==> src/iobus_pkg.sv <==
package iobus_pkg;

	// ------------------------------------------------------------------
	// Message framing
	// ------------------------------------------------------------------

	// Top bit of byte 0 tells a request from a response
	localparam logic MSG_REQ_FLAG = 1'b1;

	// Frame lengths in bytes
	// Read carries no data word, write and in carry one
	localparam logic [2:0] REQ_LEN_SHORT = 3'd4;
	localparam logic [2:0] REQ_LEN_LONG = 3'd6;
	localparam logic [2:0] RESP_LEN = 3'd5;

	// ------------------------------------------------------------------
	// Command and status codes
	// ------------------------------------------------------------------

	// Request commands, low nibble of the command byte
	typedef enum logic [3:0] {
		CMD_W = 4'b0010,
		CMD_R = 4'b0011,
		CMD_IN = 4'b0110
	} iob_cmd_e;

	// Response status, low nibble of the response byte 0
	typedef enum logic [3:0] {
		// Bus answered busy, kept for the code space only
		STS_EN = 4'b0001,
		STS_OK = 4'b0010,
		STS_PE = 4'b0011,
		// Timeout with no answer from the bus
		STS_NO = 4'b0100
	} iob_status_e;

	// ------------------------------------------------------------------
	// Queue payloads
	// ------------------------------------------------------------------

	// Request as decoded from a host frame, 40 bits
	typedef struct packed {
		iob_cmd_e cmd;
		logic [3:0] nb;
		logic [15:0] addr;
		// Zero for a read
		logic [15:0] data;
	} iob_req_t;

	// Response built at the end of a bus cycle, 36 bits
	typedef struct packed {
		iob_status_e status;
		logic [15:0] addr;
		// Read data for an ok read or in, zero otherwise
		logic [15:0] data;
	} iob_resp_t;

endpackage

==> src/drv_bus_req.sv <==
`timescale 1ns/1ps

module drv_bus_req #(
	parameter int unsigned TIMEOUT_CYCLES = 31
) (
	input logic clk_sys,
	input logic rst_n,
	input logic rq_valid,
	input iobus_pkg::iob_req_t rq_data,
	output logic rq_pop,
	input logic rs_full,
	output logic rs_push,
	output iobus_pkg::iob_resp_t rs_data,
	output logic dr,
	output logic dw,
	output logic din,
	output logic [3:0] dnb,
	output logic [15:0] dad,
	output logic [15:0] ddt,
	input logic rok,
	input logic rpe,
	input logic [15:0] rdt
);

	import iobus_pkg::*;

	// Wide enough to count up to the timeout
	localparam int unsigned CNT_W = $clog2(TIMEOUT_CYCLES + 1);

	typedef enum logic {
		ST_IDLE,
		ST_CYCLE
	} state_e;

	state_e state;
	iob_req_t req_q;
	logic [CNT_W-1:0] tmo_cnt;
	logic tmo_hit;
	logic cyc_end;
	logic keep_rdt;

	// New request only with room for its response
	// and once the previous push has reached the queue
	assign rq_pop = (state == ST_IDLE) && rq_valid && !rs_full && !rs_push;

	// Last cycle of the strobe when the bus stays silent
	assign tmo_hit = (tmo_cnt == CNT_W'(TIMEOUT_CYCLES - 1));
	assign cyc_end = (state == ST_CYCLE) && (rok || tmo_hit);

	// Read data only for a clean answer to read or in
	assign keep_rdt = !rpe && ((req_q.cmd == CMD_R) || (req_q.cmd == CMD_IN));

	// ------------------------------------------------------------------
	// Cycle control and strobes
	// ------------------------------------------------------------------

	always_ff @(posedge clk_sys) begin
		if (!rst_n) begin
			state <= ST_IDLE;
			tmo_cnt <= '0;
			dr <= 1'b0;
			dw <= 1'b0;
			din <= 1'b0;
			rs_push <= 1'b0;
		end else begin
			rs_push <= 1'b0;
			case (state)
				ST_IDLE: begin
					if (rq_pop) begin
						state <= ST_CYCLE;
						tmo_cnt <= '0;
						// Exactly one strobe, picked by the command
						dr <= (rq_data.cmd == CMD_R);
						dw <= (rq_data.cmd == CMD_W);
						din <= (rq_data.cmd == CMD_IN);
					end
				end
				default: begin
					if (cyc_end) begin
						state <= ST_IDLE;
						dr <= 1'b0;
						dw <= 1'b0;
						din <= 1'b0;
						rs_push <= 1'b1;
					end else begin
						tmo_cnt <= tmo_cnt + CNT_W'(1);
					end
				end
			endcase
		end
	end

	// Request latched at the pop, held on the bus for the whole cycle
	always_ff @(posedge clk_sys) begin
		if (rq_pop) begin
			req_q <= rq_data;
		end
	end

	assign dnb = req_q.nb;
	assign dad = req_q.addr;
	assign ddt = req_q.data;

	// ------------------------------------------------------------------
	// Response
	// ------------------------------------------------------------------

	// Answer wins over a timeout in the same cycle
	always_ff @(posedge clk_sys) begin
		if (cyc_end) begin
			rs_data.addr <= req_q.addr;
			if (rok) begin
				rs_data.status <= rpe ? STS_PE : STS_OK;
				rs_data.data <= keep_rdt ? rdt : 16'h0000;
			end else begin
				rs_data.status <= STS_NO;
				rs_data.data <= 16'h0000;
			end
		end
	end

endmodule

==> src/iobus.sv <==
`timescale 1ns/1ps

module iobus #(
	parameter int unsigned FIFO_DEPTH = 4,
	parameter int unsigned TIMEOUT_CYCLES = 31
) (
	input logic clk_sys,
	input logic rst_n,
	// Host byte stream
	input logic [7:0] in_byte,
	input logic in_valid,
	output logic [7:0] out_byte,
	output logic out_valid,
	input logic out_ready,
	// System bus
	output logic dr,
	output logic dw,
	output logic din,
	output logic [3:0] dnb,
	output logic [15:0] dad,
	output logic [15:0] ddt,
	input logic rok,
	input logic rpe,
	input logic [15:0] rdt
);

	import iobus_pkg::*;

	// ------------------------------------------------------------------
	// Request path, host to bus
	// ------------------------------------------------------------------

	logic rx_push;
	iob_req_t rx_req;
	logic rq_full;
	logic rq_valid;
	logic rq_pop;
	iob_req_t rq_data;

	msg_rx u_msg_rx (
		.clk_sys(clk_sys),
		.rst_n(rst_n),
		.in_byte(in_byte),
		.in_valid(in_valid),
		.rq_full(rq_full),
		.rq_push(rx_push),
		.rq_data(rx_req)
	);

	msg_fifo #(
		.T(iob_req_t),
		.FIFO_DEPTH(FIFO_DEPTH)
	) u_req_fifo (
		.clk_sys(clk_sys),
		.rst_n(rst_n),
		.push(rx_push),
		.push_data(rx_req),
		.full(rq_full),
		.valid(rq_valid),
		.pop(rq_pop),
		.pop_data(rq_data)
	);

	// ------------------------------------------------------------------
	// Bus cycle and response path, bus to host
	// ------------------------------------------------------------------

	logic drv_push;
	iob_resp_t drv_resp;
	logic rs_full;
	logic rs_valid;
	logic rs_pop;
	iob_resp_t rs_data;

	drv_bus_req #(
		.TIMEOUT_CYCLES(TIMEOUT_CYCLES)
	) u_drv_bus_req (
		.clk_sys(clk_sys),
		.rst_n(rst_n),
		.rq_valid(rq_valid),
		.rq_data(rq_data),
		.rq_pop(rq_pop),
		.rs_full(rs_full),
		.rs_push(drv_push),
		.rs_data(drv_resp),
		.dr(dr),
		.dw(dw),
		.din(din),
		.dnb(dnb),
		.dad(dad),
		.ddt(ddt),
		.rok(rok),
		.rpe(rpe),
		.rdt(rdt)
	);

	msg_fifo #(
		.T(iob_resp_t),
		.FIFO_DEPTH(FIFO_DEPTH)
	) u_resp_fifo (
		.clk_sys(clk_sys),
		.rst_n(rst_n),
		.push(drv_push),
		.push_data(drv_resp),
		.full(rs_full),
		.valid(rs_valid),
		.pop(rs_pop),
		.pop_data(rs_data)
	);

	msg_tx u_msg_tx (
		.clk_sys(clk_sys),
		.rst_n(rst_n),
		.rs_valid(rs_valid),
		.rs_data(rs_data),
		.rs_pop(rs_pop),
		.out_byte(out_byte),
		.out_valid(out_valid),
		.out_ready(out_ready)
	);

endmodule

==> src/msg_fifo.sv <==
`timescale 1ns/1ps

module msg_fifo #(
	parameter type T = logic [7:0],
	// Power of two, at least 2
	parameter int unsigned FIFO_DEPTH = 4
) (
	input logic clk_sys,
	input logic rst_n,
	input logic push,
	input T push_data,
	output logic full,
	output logic valid,
	input logic pop,
	output T pop_data
);

	localparam int unsigned AW = $clog2(FIFO_DEPTH);
	localparam int unsigned CW = AW + 1;

	T mem [FIFO_DEPTH];
	logic [AW-1:0] wr_ptr;
	logic [AW-1:0] rd_ptr;
	// One extra bit so a full queue is told apart from an empty one
	logic [CW-1:0] count;
	logic do_push;
	logic do_pop;

	assign full = (count == CW'(FIFO_DEPTH));
	assign valid = (count != '0);

	// Writes into a full queue and pops from an empty one are ignored
	assign do_push = push && !full;
	assign do_pop = pop && valid;

	// Storage, no reset on the payload
	always_ff @(posedge clk_sys) begin
		if (do_push) begin
			mem[wr_ptr] <= push_data;
		end
	end

	// Pointers wrap on their own since the depth is a power of two
	always_ff @(posedge clk_sys) begin
		if (!rst_n) begin
			wr_ptr <= '0;
			rd_ptr <= '0;
			count <= '0;
		end else begin
			if (do_push) begin
				wr_ptr <= wr_ptr + 1'b1;
			end
			if (do_pop) begin
				rd_ptr <= rd_ptr + 1'b1;
			end
			case ({do_push, do_pop})
				2'b10: count <= count + 1'b1;
				2'b01: count <= count - 1'b1;
				default: count <= count;
			endcase
		end
	end

	// Head of queue shown without a pop
	assign pop_data = mem[rd_ptr];

endmodule

==> src/msg_rx.sv <==
`timescale 1ns/1ps

module msg_rx (
	input logic clk_sys,
	input logic rst_n,
	input logic [7:0] in_byte,
	input logic in_valid,
	input logic rq_full,
	output logic rq_push,
	output iobus_pkg::iob_req_t rq_data
);

	import iobus_pkg::*;

	// Byte position inside the current frame, zero means waiting for a command
	logic [2:0] byte_cnt;
	logic [2:0] frame_len;
	logic cmd_ok;
	logic last_byte;
	iob_cmd_e in_cmd;
	iob_req_t req_q;

	assign in_cmd = iob_cmd_e'(in_byte[3:0]);

	// Command byte must carry the request flag, three zero bits and a known code
	always_comb begin
		cmd_ok = (in_byte[7] == MSG_REQ_FLAG) && (in_byte[6:4] == 3'b000) &&
			((in_byte[3:0] == CMD_R) || (in_byte[3:0] == CMD_W) ||
			(in_byte[3:0] == CMD_IN));
	end

	assign last_byte = (byte_cnt == frame_len - 3'd1);

	// Byte counter and push pulse
	always_ff @(posedge clk_sys) begin
		if (!rst_n) begin
			byte_cnt <= 3'd0;
			frame_len <= REQ_LEN_SHORT;
			rq_push <= 1'b0;
		end else begin
			rq_push <= 1'b0;
			if (in_valid) begin
				if (byte_cnt == 3'd0) begin
					// Unknown or unflagged bytes are simply skipped
					if (cmd_ok) begin
						byte_cnt <= 3'd1;
						frame_len <= (in_cmd == CMD_R) ? REQ_LEN_SHORT : REQ_LEN_LONG;
					end
				end else if (last_byte) begin
					byte_cnt <= 3'd0;
					// Frame is lost when the queue has no room
					rq_push <= !rq_full;
				end else begin
					byte_cnt <= byte_cnt + 3'd1;
				end
			end
		end
	end

	// Field assembly, multi-byte fields arrive high byte first
	always_ff @(posedge clk_sys) begin
		if (in_valid) begin
			case (byte_cnt)
				3'd0: begin
					req_q.cmd <= in_cmd;
					// Reads never overwrite the data word
					req_q.data <= 16'h0000;
				end
				3'd1: req_q.nb <= in_byte[3:0];
				3'd2: req_q.addr[15:8] <= in_byte;
				3'd3: req_q.addr[7:0] <= in_byte;
				3'd4: req_q.data[15:8] <= in_byte;
				default: req_q.data[7:0] <= in_byte;
			endcase
		end
	end

	assign rq_data = req_q;

endmodule

==> src/msg_tx.sv <==
`timescale 1ns/1ps

module msg_tx (
	input logic clk_sys,
	input logic rst_n,
	input logic rs_valid,
	input iobus_pkg::iob_resp_t rs_data,
	output logic rs_pop,
	output logic [7:0] out_byte,
	output logic out_valid,
	input logic out_ready
);

	import iobus_pkg::*;

	iob_resp_t resp_q;
	// Index of the byte now on out_byte
	logic [2:0] byte_idx;
	logic busy;
	logic hs;
	logic last_hs;

	assign hs = out_valid && out_ready;
	assign last_hs = hs && (byte_idx == RESP_LEN - 3'd1);

	// Next response is taken when idle or as the last byte leaves
	assign rs_pop = rs_valid && (!busy || last_hs);

	always_ff @(posedge clk_sys) begin
		if (!rst_n) begin
			busy <= 1'b0;
			byte_idx <= 3'd0;
		end else begin
			if (rs_pop) begin
				busy <= 1'b1;
				byte_idx <= 3'd0;
			end else if (last_hs) begin
				busy <= 1'b0;
				byte_idx <= 3'd0;
			end else if (hs) begin
				byte_idx <= byte_idx + 3'd1;
			end
		end
	end

	// Response payload, held for the whole frame
	always_ff @(posedge clk_sys) begin
		if (rs_pop) begin
			resp_q <= rs_data;
		end
	end

	assign out_valid = busy;

	// ------------------------------------------------------------------
	// Frame layout
	// ------------------------------------------------------------------

	// Byte 0 has a clear top bit, which marks a response
	always_comb begin
		case (byte_idx)
			3'd0: out_byte = {1'b0, 3'b000, resp_q.status};
			3'd1: out_byte = resp_q.addr[15:8];
			3'd2: out_byte = resp_q.addr[7:0];
			3'd3: out_byte = resp_q.data[15:8];
			3'd4: out_byte = resp_q.data[7:0];
			default: out_byte = 8'h00;
		endcase
	end

endmodule

==> config.mk <==
export PLATFORM = sky130hd
export DESIGN_NAME = iobus
export DESIGN_NICKNAME = d
export VERILOG_FILES = /design/src/iobus_pkg.sv /design/src/drv_bus_req.sv /design/src/iobus.sv /design/src/msg_fifo.sv /design/src/msg_rx.sv /design/src/msg_tx.sv
export SDC_FILE = /design/constraint.sdc
export NUM_CORES = 1
export LEC_CHECK = 0
export BUFFER_PORTS_ARGS = -buffer_cell sky130_fd_sc_hd__buf_2
export CAP_MARGIN = 20
export CORE_MARGIN = 8
export CORE_UTILIZATION = 45
export CTS_BUF_LIST = sky130_fd_sc_hd__clkbuf_8
export DETAILED_ROUTE_END_ITERATION = 7
export RECOVER_POWER = 25
export SETUP_SLACK_MARGIN = 0.3
export SLEW_MARGIN = 25
export SYNTH_ARGS = -nofsm -noshare
export SYNTH_HDL_FRONTEND = slang
export SYNTH_SLANG_ARGS = --single-unit
export TNS_END_PERCENT = 1
==> constraint.sdc <==
create_clock -name clk_sys -period 5.29 [get_ports clk_sys]
set_input_delay 1.058 -clock clk_sys [delete_from_list [all_inputs] [get_ports clk_sys]]
set_output_delay 1.058 -clock clk_sys [all_outputs]
set_load 0.01 [all_outputs]
Word-level counts from Yosys, hierarchy flattened
Memory sizes are Yosys's and may differ from the RTL's. A register that Yosys moved wholly into a read port is not among the register bits.
Index checks and enable logic that the tools add are counted.
Widths: inputs -> output; s select.
- register bits: 151
- bits in writable memories: 304
- input bits: 30
- logic and storage cells: 157
- memories: 2
- memory list (name ; depth ; bits a word ; read ports ; clocked after memory_dff ; write ports ; line ; text):
    u_req_fifo.mem ; 4 ; 40 ; 1 ; 1 ; 1 ; msg_fifo.sv:21 ; T mem [FIFO_DEPTH];
    u_resp_fifo.mem ; 4 ; 36 ; 1 ; 1 ; 1 ; msg_fifo.sv:21 ;
- add/subtract/negate cells: 12
- equal/unequal tests: 27
- mux-type cells: 32
- bitwise gates (word level): 5
- reductions and logical operators: 49
- operator list (kind ; count):
    $pmux 8 s5 ; 1
    $pmux 8 s2 ; 2
    $reduce_and 2->1 ; 11
    $eq 4x2->1 const B ; 5
    $mux 1 ; 18
    $mux 5 ; 3
    $logic_and 1x1->1 ; 14
    $add 3x1->3 const B ; 4
    $eq 3x2->1 const B ; 4
    $eq 3x3->1 const B ; 4
    $eq 4x3->1 const B ; 3
    $pmux 3 s2 ; 2
    $reduce_bool 2->1 ; 5
    $logic_not 3->1 ; 3
    $mux 3 ; 3
    $sub 3x1->3 const B ; 3
    $add 2x1->2 const B ; 4
    $reduce_or 4->1 ; 2
    $eq 3x1->1 const B ; 2
    $mux 2 ; 3
    $reduce_bool 3->1 ; 2
    $add 5x1->5 const B ; 1
    $eq 5x5->1 const B ; 1
    $logic_not 1->1 ; 5
    9 further kinds ; 20

Depth between registers and ports, before layout
Gate-level depths: netlist of run 1.
- depth after elaboration: 7
- gate-level depth with buffers: 11
- depth with buffers taken out: 10

Hierarchy
From an unflattened synthesis of run 1, not the netlist that was laid out.
- cells, all modules: 913
- area, all modules: 18647.9 sq um
- modules (own cells, without submodules) (module ; instances ; cells each ; area an instance (sq um) ; sequential area each (sq um)):
    msg_fifo (u_req_fifo) ; 1 ; 261 ; 6314.8 ; 4984.8
    msg_fifo (u_resp_fifo) ; 1 ; 240 ; 5746.8 ; 4504.3
    drv_bus_req ; 1 ; 192 ; 3215.6 ; 2452.4
    msg_rx ; 1 ; 108 ; 1717.9 ; 1301.2
    msg_tx ; 1 ; 112 ; 1652.8 ; 1161.1

Least setup slack after synthesis of run 1
OpenSTA, ideal clock, no wires.
- kind: in2reg
- start: input out_ready
- end: register u_resp_fifo.count[2]
- arrival time: 4.541 ns
- required time: 5.219 ns
- slack: 0.678 ns
- cell stages on the path: 8
- path buffers: 0
- path through: nand3_1 a21oi_1 ha_1 inv_1 fa_1 xor2_1 or3_1 a21oi_1
- word-level cells in the longest chain between the ends: 7
- elaborated cells on any way between the ends: 9
- ends and longest elaborated chain (item ; line ; text):
    start, declared ; iobus.sv:14 ; input logic out_ready,
    $logic_and 1x1->1 * ; msg_tx.sv:23 ; assign hs = out_valid && out_ready;
    $logic_and 1x1->1 * ; msg_tx.sv:24 ; assign last_hs = hs && (byte_idx == RESP_LEN - 3'd1);
    $logic_or 1x1->1 * ; msg_tx.sv:27 ; assign rs_pop = rs_valid && (!busy || last_hs);
    $logic_and 1x1->1 * ; msg_tx.sv:27 ;
    named net rs_pop ; iobus.sv:72 ; logic rs_pop;
    $logic_and 1x1->1 * ; msg_fifo.sv:34 ; assign do_pop = pop && valid;
    $eq 2x1->1 or $eq 2x2->1 (tied branches) ; msg_fifo.sv:56 ; case ({do_push, do_pop})
    $pmux 3 s2 or $reduce_bool 2->1 (tied branches) ; -- ;
    end signal, assigned ; msg_fifo.sv:57 ; 2'b10: count <= count + 1'b1;
    end signal, assigned ; msg_fifo.sv:58 ; 2'b01: count <= count - 1'b1;
    end signal, assigned ; msg_fifo.sv:59 ; default: count <= count;
    end, declared ; msg_fifo.sv:25 ; logic [CW-1:0] count;
The timed path passes the listed nets; every way through them passes the cells marked *.
A chain may end at the register's enable or synchronous reset.

Worst setup path in the final report of run 1
- start: register u_msg_tx.byte_idx[0]
- end: output out_byte[4]
- word-level cells in the longest chain between the ends: 2
- elaborated cells on any way between the ends: 6
- ends and longest elaborated chain (item ; line ; text):
    start, declared ; msg_tx.sv:18 ; logic [2:0] byte_idx;
    start signal, assigned ; msg_tx.sv:41 ; byte_idx <= byte_idx + 3'd1;
    $eq 3x3->1 (tied with other cells) ; msg_tx.sv:61 ; case (byte_idx)
    $pmux 8 s5 * ; msg_tx.sv:61 ;
    end, declared ; iobus.sv:12 ; output logic [7:0] out_byte,
Every way passes the cells marked *; elsewhere a longest branch is shown, timed or not.

==> key figures, run 1 <==
Clock tree
  – Worst skew pair latency: 0.60 ns
  – CTS root buf: clkbuf_8
  – Post-CTS Setup Inserts: 0
  – Post-CTS Resized: 0
  – Clock Pin Slew Worst Setup and Hold Paths: 0.06 ns
  – Cts hold-fix bufs: 0
  – H-Tree Depth: 3
  – CTS tree: yes
  – Max clock buf depth: 3
  – Sink Count: 485
  – CTS buffer count: 76

Logic synthesis
  – Synth Register Bits: 485
  – Mapped cell area: 0.01808 mm2
  – Post-Syn Nets: 953
  – Post-synth cell types: 51
  – Yosys Warn Count: 0
  – Synth async-reset ratio: 0%
  – Post-synth EDFFs: 450
  – Synth Flop Type: edfxtp_1
  – Seq/Total Area, Yosys: 78.63%
  – Average instance area after synthesis: 20.13 um2
  – Cells after synthesis: 898

Pwr
  – Comb pwr share: 14.3%
  – Pleak: 0.006705 uW
  – Power share of the clock group: 30.2%
  – Net Sw Power: 2462 uW
  – Max VDD drop: 0.2575 mV
  – Cell Int Power: 6706 uW
  – Sw Share: 26.85%
  – Seq pwr share: 55.4%
  – Cell area power density: 454.7 mW/mm2

Route
  – Routed wire per std cell: 21.10 um
  – Final WL: 33320 um
  – Initial DRC count: 622
  – Via count: 8171
  – Via density: 5.175
  – TritonRoute pass-1 iters: 5
  – Final ANT Viol Nets: 0
  – DRC Markers: 0

Placed design
  – HPWL after DPL: 19550 um
  – Post-place setup slack: 1.927 ns
  – Placer Congestion: 0.7679
  – DP Cell Count: 1443
  – I/O Buffers: 77

STA
  – Fin crit share: 69.29%
  – RSZ-0062 raised after global routing: false
  – Maximum clock rate: 272.8 MHz
  – Max Slew Vio Count: 0
  – Slew margin rel.: 34.20%
  – Fin crit period: 3.665 ns
  – TNS Setup: 0 ns
  – Clock Skews: 0.02686 ns
  – Hold Vio Cnt, Final: 0
  – Worst-Margin Slew: 0.9857 ns
  – Final setup vio count: 0
  – Final WS setup: 1.625 ns

Setup path
  – Critical path cell sequence: inv_1, ha_1, or3_1, a21oi_1, nor2_1, buf_2
  – Critical path type: flip-flop to output pin
  – Slowest cell on crit path: a21oi_1
  – CP startpoint kind: flip-flop
  – Crit. End Element: output pin
  – Data required, critical path: 4.23 ns
  – Critical Path Fanout Max: 9
  – Max stage delay on crit path: 0.55 ns
  – WP data arrival: 2.61 ns

Finish
  – Commonest non-fill, non-tap cells in the layout: edfxtp_1 (450), clkbuf_8 (79), buf_2 (77), mux4_2 (73), inv_1 (59)
  – Post-route insts no fill: 1579
  – Fillers: 3270
  – Layout cell share with drive strength beyond 1: 25.71%
  – Layout Nets: 1051
  – Most common cell after layout, fill and taps aside: edfxtp_1
  – Syn-to-layout area delta: 11.54%
  – Antenna cell count: 0

Worst hold path
  – Worst hold path type: flip-flop to flip-flop

Floorplan
  – Initial Util: 45.50%
  – Core area: 0.03973 mm2
  – DIE HEIGHT: 216.4 um
  – Horiz. Die Dim: 216.4 um
  – I/O pin total: 78
  – # rows: 73
  – Die Footprint: 0.04684 mm2

GRT
  – Initial antenna violation count: 1
  – Vias in the first global route: 8683
  – Grt total ovfl: 0
  – Largest net degree at the start of global routing: 43
  – First-pass GRT wire length: 51180 um
  – Overall Global Routing Usage: 14.18%

Run status
  – Status: completed

Run
  – Max-cap viol count: 0
[power by group through the flow]
| stage | registers, uW | clock network [uW] | logic, uW |
|---|---|---|---|
| after global placement | 5170 | 0 | 1320 |
| after detailed placement | 5170 | 0 | 1350 |
| final | 5080 | 2770 | 1310 |
| after global routing | 5150 | 3010 | 1430 |
| after floorplan | 4970 | 0 | 1130 |
| after CTS | 5100 | 2860 | 1350 |
[logic make-up after synthesis]
family,synth area share (%)
AOI/OAI and AO/OA,2.333
adders and majority gates,1.814
muxes,9.476
xor gates and xnor gates,0.5330
DFF,78.63
buffers and inverters,2.866
and+or+nand+nor,4.347
[sequential cells by signal, summed over array words and instances (netlist names), 4 cells and up, named ones only]
register / flops
u_req_fifo.mem: 160
u_resp_fifo.mem: 140
u_msg_rx.rq_data: 40
u_drv_bus_req.rs_data: 35
u_msg_tx.resp_q: 35
u_drv_bus_req.dad: 16
u_drv_bus_req.ddt: 16
u_drv_bus_req.tmo_cnt: 5
u_drv_bus_req.dnb: 4
u_drv_bus_req.req_q: 4
[layout make-up]
type | instances | area (um2) | area share, %
clock buffer | 79 | 1087 | 5.393
clock inverter | 57 | 244.0 | 1.210
inverter | 25 | 93.84 | 0.4654
multi-input combinational | 318 | 3374 | 16.74
sequential | 485 | 14220 | 70.54
tap | 525 | 656.9 | 3.258
timing repair buffer | 90 | 483.0 | 2.395
[cell usage after synthesis (5+ instances only)]
| cell | number | area share (%) |
|---|---|---|
| clkbuf_1 | 19 | 0.39 |
| o21ai_0 | 9 | 0.25 |
| a21oi_1 | 21 | 0.58 |
| and2_1 | 35 | 1.2 |
| buf_4 | 37 | 1.5 |
| nor2_1 | 30 | 0.62 |
| edfxtp_1 | 450 | 75 |
| a22o_1 | 5 | 0.24 |
| xnor2_1 | 6 | 0.29 |
| dfxtp_1 | 35 | 3.9 |
| nor3_1 | 7 | 0.19 |
| xor2_1 | 5 | 0.24 |
| inv_1 | 25 | 0.52 |
| nand2_1 | 12 | 0.25 |
| mux4_2 | 73 | 9.1 |
| buf_2 | 12 | 0.33 |
| nand3_1 | 11 | 0.30 |
| ha_1 | 23 | 1.6 |
| a222oi_1 | 8 | 0.44 |
| and3_1 | 18 | 0.62 |
[critical path: cells and delay by family, from the launching register on]
kind,cells,cell delay (ns)
AND/OR/NAND/NOR,2,0.50
buffers and inverters,2,0.26
flip-flops,1,0.40
AO/OA/AOI/OAI,1,0.55
adder cells (fa/ha/maj),1,0.31
[final timing paths]
check,cells after the start,from,end,slack (ns)
min reg2reg,0,u_drv_bus_req.dad[11],u_drv_bus_req.rs_data[27],0.45
max reg2reg,11,u_msg_tx.byte_idx[0],u_resp_fifo.count[2],2.26
max,6,u_msg_tx.byte_idx[0],out_byte[4],1.62
min,0,u_drv_bus_req.dad[11],u_drv_bus_req.rs_data[27],0.45
[metal layers]
layer | up-vias | GRT usage, % | routed length, um
li1 | 3728 | - | -
met1 | 4187 | 18.06 | 14460
met2 | 189 | 23.63 | 16460
met3 | 67 | 3.370 | 1498
met4 | 0 | 5.005 | 906
met5 | - | 0 | 0
[stage by stage]
step,hold slack [ns],cell area [um2],utilization (%),power (uW)
after global placement,0.4259,18820,47.38,6497
final,0.4484,20160,50.74,9168
after CTS,0.4522,20160,50.74,9309
after global routing,0.4704,20160,50.74,9589
after detailed placement,0.4272,18830,47.38,6519
after floorplan,0.4277,18080,-,6098
Note: power is estimated with default switching activity, not from simulation.
==> run 2, diff against run 1 <==
==> constraint.sdc (replaced) <==
create_clock -name clk_sys -period 3.32 [get_ports clk_sys]
set_input_delay 0.664 -clock clk_sys [delete_from_list [all_inputs] [get_ports clk_sys]]
set_output_delay 0.664 -clock clk_sys [all_outputs]
set_load 0.01 [all_outputs]
==> key figures, run 2 (synthesized netlist as in run 1, its figures left out) <==
Clock tree
  – CTS buffer count: 79
  – CTS tree: yes
  – Clock Pin Slew Worst Setup and Hold Paths: 0.06 ns
  – H-Tree Depth: 3
  – CTS root buf: clkbuf_8
  – Worst skew pair latency: 0.61 ns
  – Max clock buf depth: 3
  – Sink Count: 485
  – Post-CTS Setup Inserts: 0

Route
  – Initial DRC count: 550
  – Via count: 8201
  – Routed wire per std cell: 20.76 um
  – Via density: 5.142
  – Final WL: 33110 um
  – Final ANT Viol Nets: 0
  – TritonRoute pass-1 iters: 5
  – DRC Markers: 0

Floorplan
  – Horiz. Die Dim: 216.4 um
  – DIE HEIGHT: 216.4 um
  – I/O pin total: 78
  – Die Footprint: 0.04684 mm2
  – # rows: 73
  – Core area: 0.03973 mm2
  – Initial Util: 45.50%

Pwr
  – Pwr Total: 15070 uW
  – Pleak: 0.006775 uW
  – Cell area power density: 737.5 mW/mm2
  – Max VDD drop: 0.4600 mV

Setup path
  – FF-to-FF Start: u_msg_tx.byte_idx[0]
  – Critical path type: flip-flop to output pin
  – Data required, critical path: 2.66 ns
  – Crit. End Element: output pin
  – Critical Path Fanout Max: 9
  – WP data arrival: 2.22 ns
  – Reg2reg end: u_resp_fifo.count[2]
  – CP startpoint kind: flip-flop
  – R2r setup slk: 0.86 ns
  – Worst r2r path cells: 10

Finish
  – Layout cell share with drive strength beyond 1: 27.20%
  – Reg with most FFs: u_req_fifo.mem
  – Antenna cell count: 0
  – Sequential cell area: 0.01422 mm2
  – Most common cell after layout, fill and taps aside: edfxtp_1
  – Largest register FFs: 160
  – Commonest non-fill, non-tap cells in the layout: edfxtp_1 (450), clkbuf_8 (86), mux4_2 (73), buf_2 (68), inv_1 (45)
  – Fillers: 3218
  – Syn-to-layout area delta: 13.01%
  – Layout Nets: 1065
  – Multi-input logic area: 0.003397 mm2

Worst hold path
  – WHS Path Cells: 2
  – Hold EP: u_drv_bus_req.rs_data[5]
  – Worst hold path type: primary input to flip-flop
  – Hold_sp: rdt[5]

GRT
  – First-pass GRT wire length: 51610 um
  – Initial antenna violation count: 0
  – Largest net degree at the start of global routing: 41
  – Grt total ovfl: 0
  – Overall Global Routing Usage: 14.33%
  – Vias in the first global route: 8827

STA
  – Slew margin rel.: 49.18%
  – Maximum clock rate: 347.3 MHz
  – Worst-Margin Slew: 0.7623 ns
  – Final setup vio count: 0
  – Hold Vio Cnt, Final: 0
  – Clock Skews: 0.02585 ns
  – TNS Setup: 0 ns
  – Fin crit share: 86.74%
  – Fin crit period: 2.880 ns
  – Final Hold Slack: 0.3341 ns
  – Max Slew Vio Count: 0
  – RSZ-0062 raised after global routing: true

Run
  – Max-cap viol count: 0

Placed design
  – HPWL after DPL: 19530 um
  – I/O Buffers: 77
  – Placer Congestion: 0.7956

Run status
  – Status: completed
run 2: changes by cell type in the layout (fill, tap and decap cells not counted), sizes merged:
| cell | previous run | this run |
|---|---|---|
| buf | 90 | 92 |
| inv | 59 | 45 |
| clkinvlp | 6 | 4 |
| bufinv | 0 | 3 |
| clkinv | 17 | 28 |
| clkbuf | 79 | 95 |
run 2: worst max path at each step:
stage,slack (ns),cells past startpoint,from,end
after floorplan,0.31,11,u_msg_tx.byte_idx[0],u_resp_fifo.count[2]
after global placement,0.85,6,u_msg_tx.byte_idx[0],out_byte[2]
after detailed placement,0.74,6,u_msg_tx.byte_idx[0],out_byte[2]
after CTS,0.29,6,u_msg_tx.byte_idx[0],out_byte[4]
after global routing,0.28,6,u_msg_tx.byte_idx[1],out_byte[5]
final,0.44,6,u_msg_tx.byte_idx[1],out_byte[2]
run 2: per-stage QoR:
stage | utilization, % | setup slack, ns | instances | area (um2)
after floorplan | - | 0.3084 | 898 | 18100
after global placement | 47.63 | 0.8494 | 1454 | 18920
after detailed placement | 47.63 | 0.7418 | 1454 | 18920
after CTS | 51.41 | 0.2921 | 1595 | 20430
after global routing | 51.41 | 0.2782 | 1595 | 20430
final | 51.41 | 0.4404 | 1595 | 20430
run 2: metal layers:
| layer | up-vias | routed length [um] | GRT usage, % |
|---|---|---|---|
| li1 | 3763 | - | - |
| met1 | 4195 | 13810 | 17.54 |
| met2 | 183 | 16890 | 24.25 |
| met3 | 60 | 1701 | 3.593 |
| met4 | 0 | 710 | 5.613 |
| met5 | - | 0 | 0 |
run 2: power by group:
group          switching [uW]  leakage, uW  internal, uW
Sequential                375      0.00438          7600
Clock                    2220     0.000828          2610
Combinational            1340      0.00156           917
run 2: timing repair:
action                     CTS  global route
pin swaps                    1             2
setup endpoints to repair    8             8
gates resized for setup      2             6
hold buffers                 0             0
run 2: layout make-up:
class                      count  share of cell area [%]
clock buffer                  86                   5.794
clock inverter                55                   1.513
inverter                      25                  0.4594
multi-input combinational    318                   16.63
sequential                   485                   69.61
tap                          525                   3.216
timing repair buffer         101                   2.775
run 2: worst max-delay path, cell delays in order (launching register included):
cell     delay, ns
dfxtp_1       0.38
inv_1         0.09
ha_2          0.23
or3_1         0.43
a21oi_4       0.26
nor2_1        0.08
buf_2         0.14
==> run 3, diff against run 2 <==
==> constraint.sdc (replaced) <==
create_clock -name clk_sys -period 3.32 [get_ports clk_sys]
set_input_delay 0.332 -clock clk_sys [delete_from_list [all_inputs] [get_ports clk_sys]]
set_output_delay 0.332 -clock clk_sys [all_outputs]
set_load 0.01 [all_outputs]
==> key figures, run 3 (synthesized netlist as in run 1, its figures left out) <==
Setup path
  – Critical path type: flip-flop to output pin
  – Data required, critical path: 2.99 ns
  – Slowest cell on crit path: dfxtp_1
  – CP top delay family: simple AND/OR/NAND/NOR gates
  – Crit. End Element: output pin
  – CP startpoint kind: flip-flop
  – Max stage delay on crit path: 0.39 ns
  – Critical Path Fanout Max: 9
  – Critical path cell sequence: inv_1, ha_1, or3_1, a21oi_2, nor2_1, buf_2
  – Worst path bufs/invs: 2
  – WP data arrival: 2.40 ns

STA
  – Worst-Margin Slew: 0.8254 ns
  – Hold Vio Cnt, Final: 0
  – Final Hold Slack: 0.06243 ns
  – TNS Setup: 0 ns
  – Fin crit period: 2.729 ns
  – Max Slew Vio Count: 0
  – Final setup vio count: 0
  – Maximum clock rate: 366.4 MHz
  – Fin crit share: 82.20%
  – Clock Skews: 0.02380 ns
  – RSZ-0062 raised after global routing: false
  – Slew margin rel.: 44.77%

Floorplan
  – Initial Util: 45.50%
  – DIE HEIGHT: 216.4 um
  – Die Footprint: 0.04684 mm2
  – I/O pin total: 78
  – Horiz. Die Dim: 216.4 um
  – # rows: 73
  – Core area: 0.03973 mm2

Route
  – Routed wire per std cell: 20.81 um
  – TritonRoute pass-1 iters: 7
  – Via density: 5.162
  – Via count: 8326
  – Final ANT Viol Nets: 0
  – Final WL: 33560 um
  – Initial DRC count: 582
  – DRC Markers: 0

Pwr
  – Pleak: 0.006888 uW
  – Cell area power density: 723.7 mW/mm2
  – Max VDD drop: 0.3822 mV

Placed design
  – Placer Congestion: 0.7544
  – HPWL after DPL: 19600 um
  – I/O Buffers: 77

GRT
  – Largest net degree at the start of global routing: 41
  – First-pass GRT wire length: 51480 um
  – Vias in the first global route: 8868
  – Grt total ovfl: 0
  – Initial antenna violation count: 0
  – Overall Global Routing Usage: 14.39%

Clock tree
  – H-Tree Depth: 3
  – CTS buffer count: 79
  – Max clock buf depth: 3
  – CTS root buf: clkbuf_8
  – Post-CTS Setup Inserts: 0
  – Clock Pin Slew Worst Setup and Hold Paths: 0.06 ns
  – CTS tree: yes
  – Sink Count: 485
  – Worst skew pair latency: 0.61 ns

Run
  – Max-cap viol count: 0

Worst hold path
  – Worst hold path type: primary input to flip-flop

Finish
  – Largest register FFs: 160
  – Fillers: 3206
  – Most common cell after layout, fill and taps aside: edfxtp_1
  – Commonest non-fill, non-tap cells in the layout: edfxtp_1 (450), clkbuf_8 (85), mux4_2 (73), buf_2 (68), inv_1 (61)
  – Core Util, Final: 51.75%
  – Reg with most FFs: u_req_fifo.mem
  – Layout cell share with drive strength beyond 1: 25.55%
  – Layout Nets: 1081
  – Syn-to-layout area delta: 13.74%
  – Antenna cell count: 0

Run status
  – Status: completed
## run 3: cell types whose count changed in the layout (fill, tap and decap cells not counted), moves of 2 or more
cell           previous run  this run
clkinvlp_4                4         2
clkinv_1                 21        10
bufinv_16                 3         1
dlygate4sd3_1             0        20
dfxtp_2                   5         3
dfxtp_1                  30        32
inv_1                    45        61
ha_2                      4         1
buf_4                    23        16
buf_12                    1         4
ha_1                     19        22
and2_1                   28        30
## run 3: path summary, 6_finish.rpt
check | start | to | slack, ns | depth (start not counted)
setup / recovery | u_msg_tx.byte_idx[0] | out_byte[7] | 0.59 | 6
hold reg to reg | u_drv_bus_req.dad[3] | u_drv_bus_req.rs_data[19] | 0.44 | 0
setup reg to reg | u_msg_tx.byte_idx[0] | u_resp_fifo.count[2] | 0.82 | 10
hold / removal | rpe | u_drv_bus_req.rs_data[32] | 0.06 | 2
## run 3: through the flow
step                instances  instance area (um2)  power, uW  setup slack, ns
floorplan                 898                18100       9720           0.3084
global placement         1450                18930      10390           0.9399
detailed placement       1450                18930      10430           0.8423
CTS                      1613                20570      15140           0.3206
global route             1613                20560      15590           0.4393
finish                   1613                20560      14880           0.5910
## run 3: cell type report
| class | count | area, um2 | share of cell area [%] |
|---|---|---|---|
| Multi-Input combinational cell | 318 | 3381 | 16.44 |
| Sequential cell | 485 | 14220 | 69.15 |
| Clock buffer | 85 | 1170 | 5.690 |
| Clock inverter | 58 | 266.5 | 1.296 |
| Timing Repair Buffer | 117 | 774.5 | 3.767 |
| Inverter | 25 | 93.84 | 0.4564 |
| Tap cell | 525 | 656.9 | 3.195 |
## run 3: routing by layer
layer / global-route usage (%) / vias up / share of wire, %
met3: 3.886 / 72 / 5.2
met4: 5.230 / 0 / 2.7
li1: - / 3798 / -
met2: 23.83 / 212 / 49
met1: 18.08 / 4244 / 43
met5: 0 / - / 0
## run 3: where the power goes
| group | total (uW) | switching [uW] | leakage [uW] | internal, uW |
|---|---|---|---|---|
| combinational | 2270 | 1330 | 0.00164 | 939 |
| sequential | 7970 | 370 | 0.00438 | 7600 |
| clock | 4640 | 2200 | 0.000869 | 2430 |
## run 3: what timing repair did
| action | CTS | global route |
|---|---|---|
| endpoints found under the hold margin | 23 | 0 |
| endpoints found under the setup margin | 0 | 8 |
| gates resized for setup | 0 | 1 |
| hold buffers | 20 | 0 |
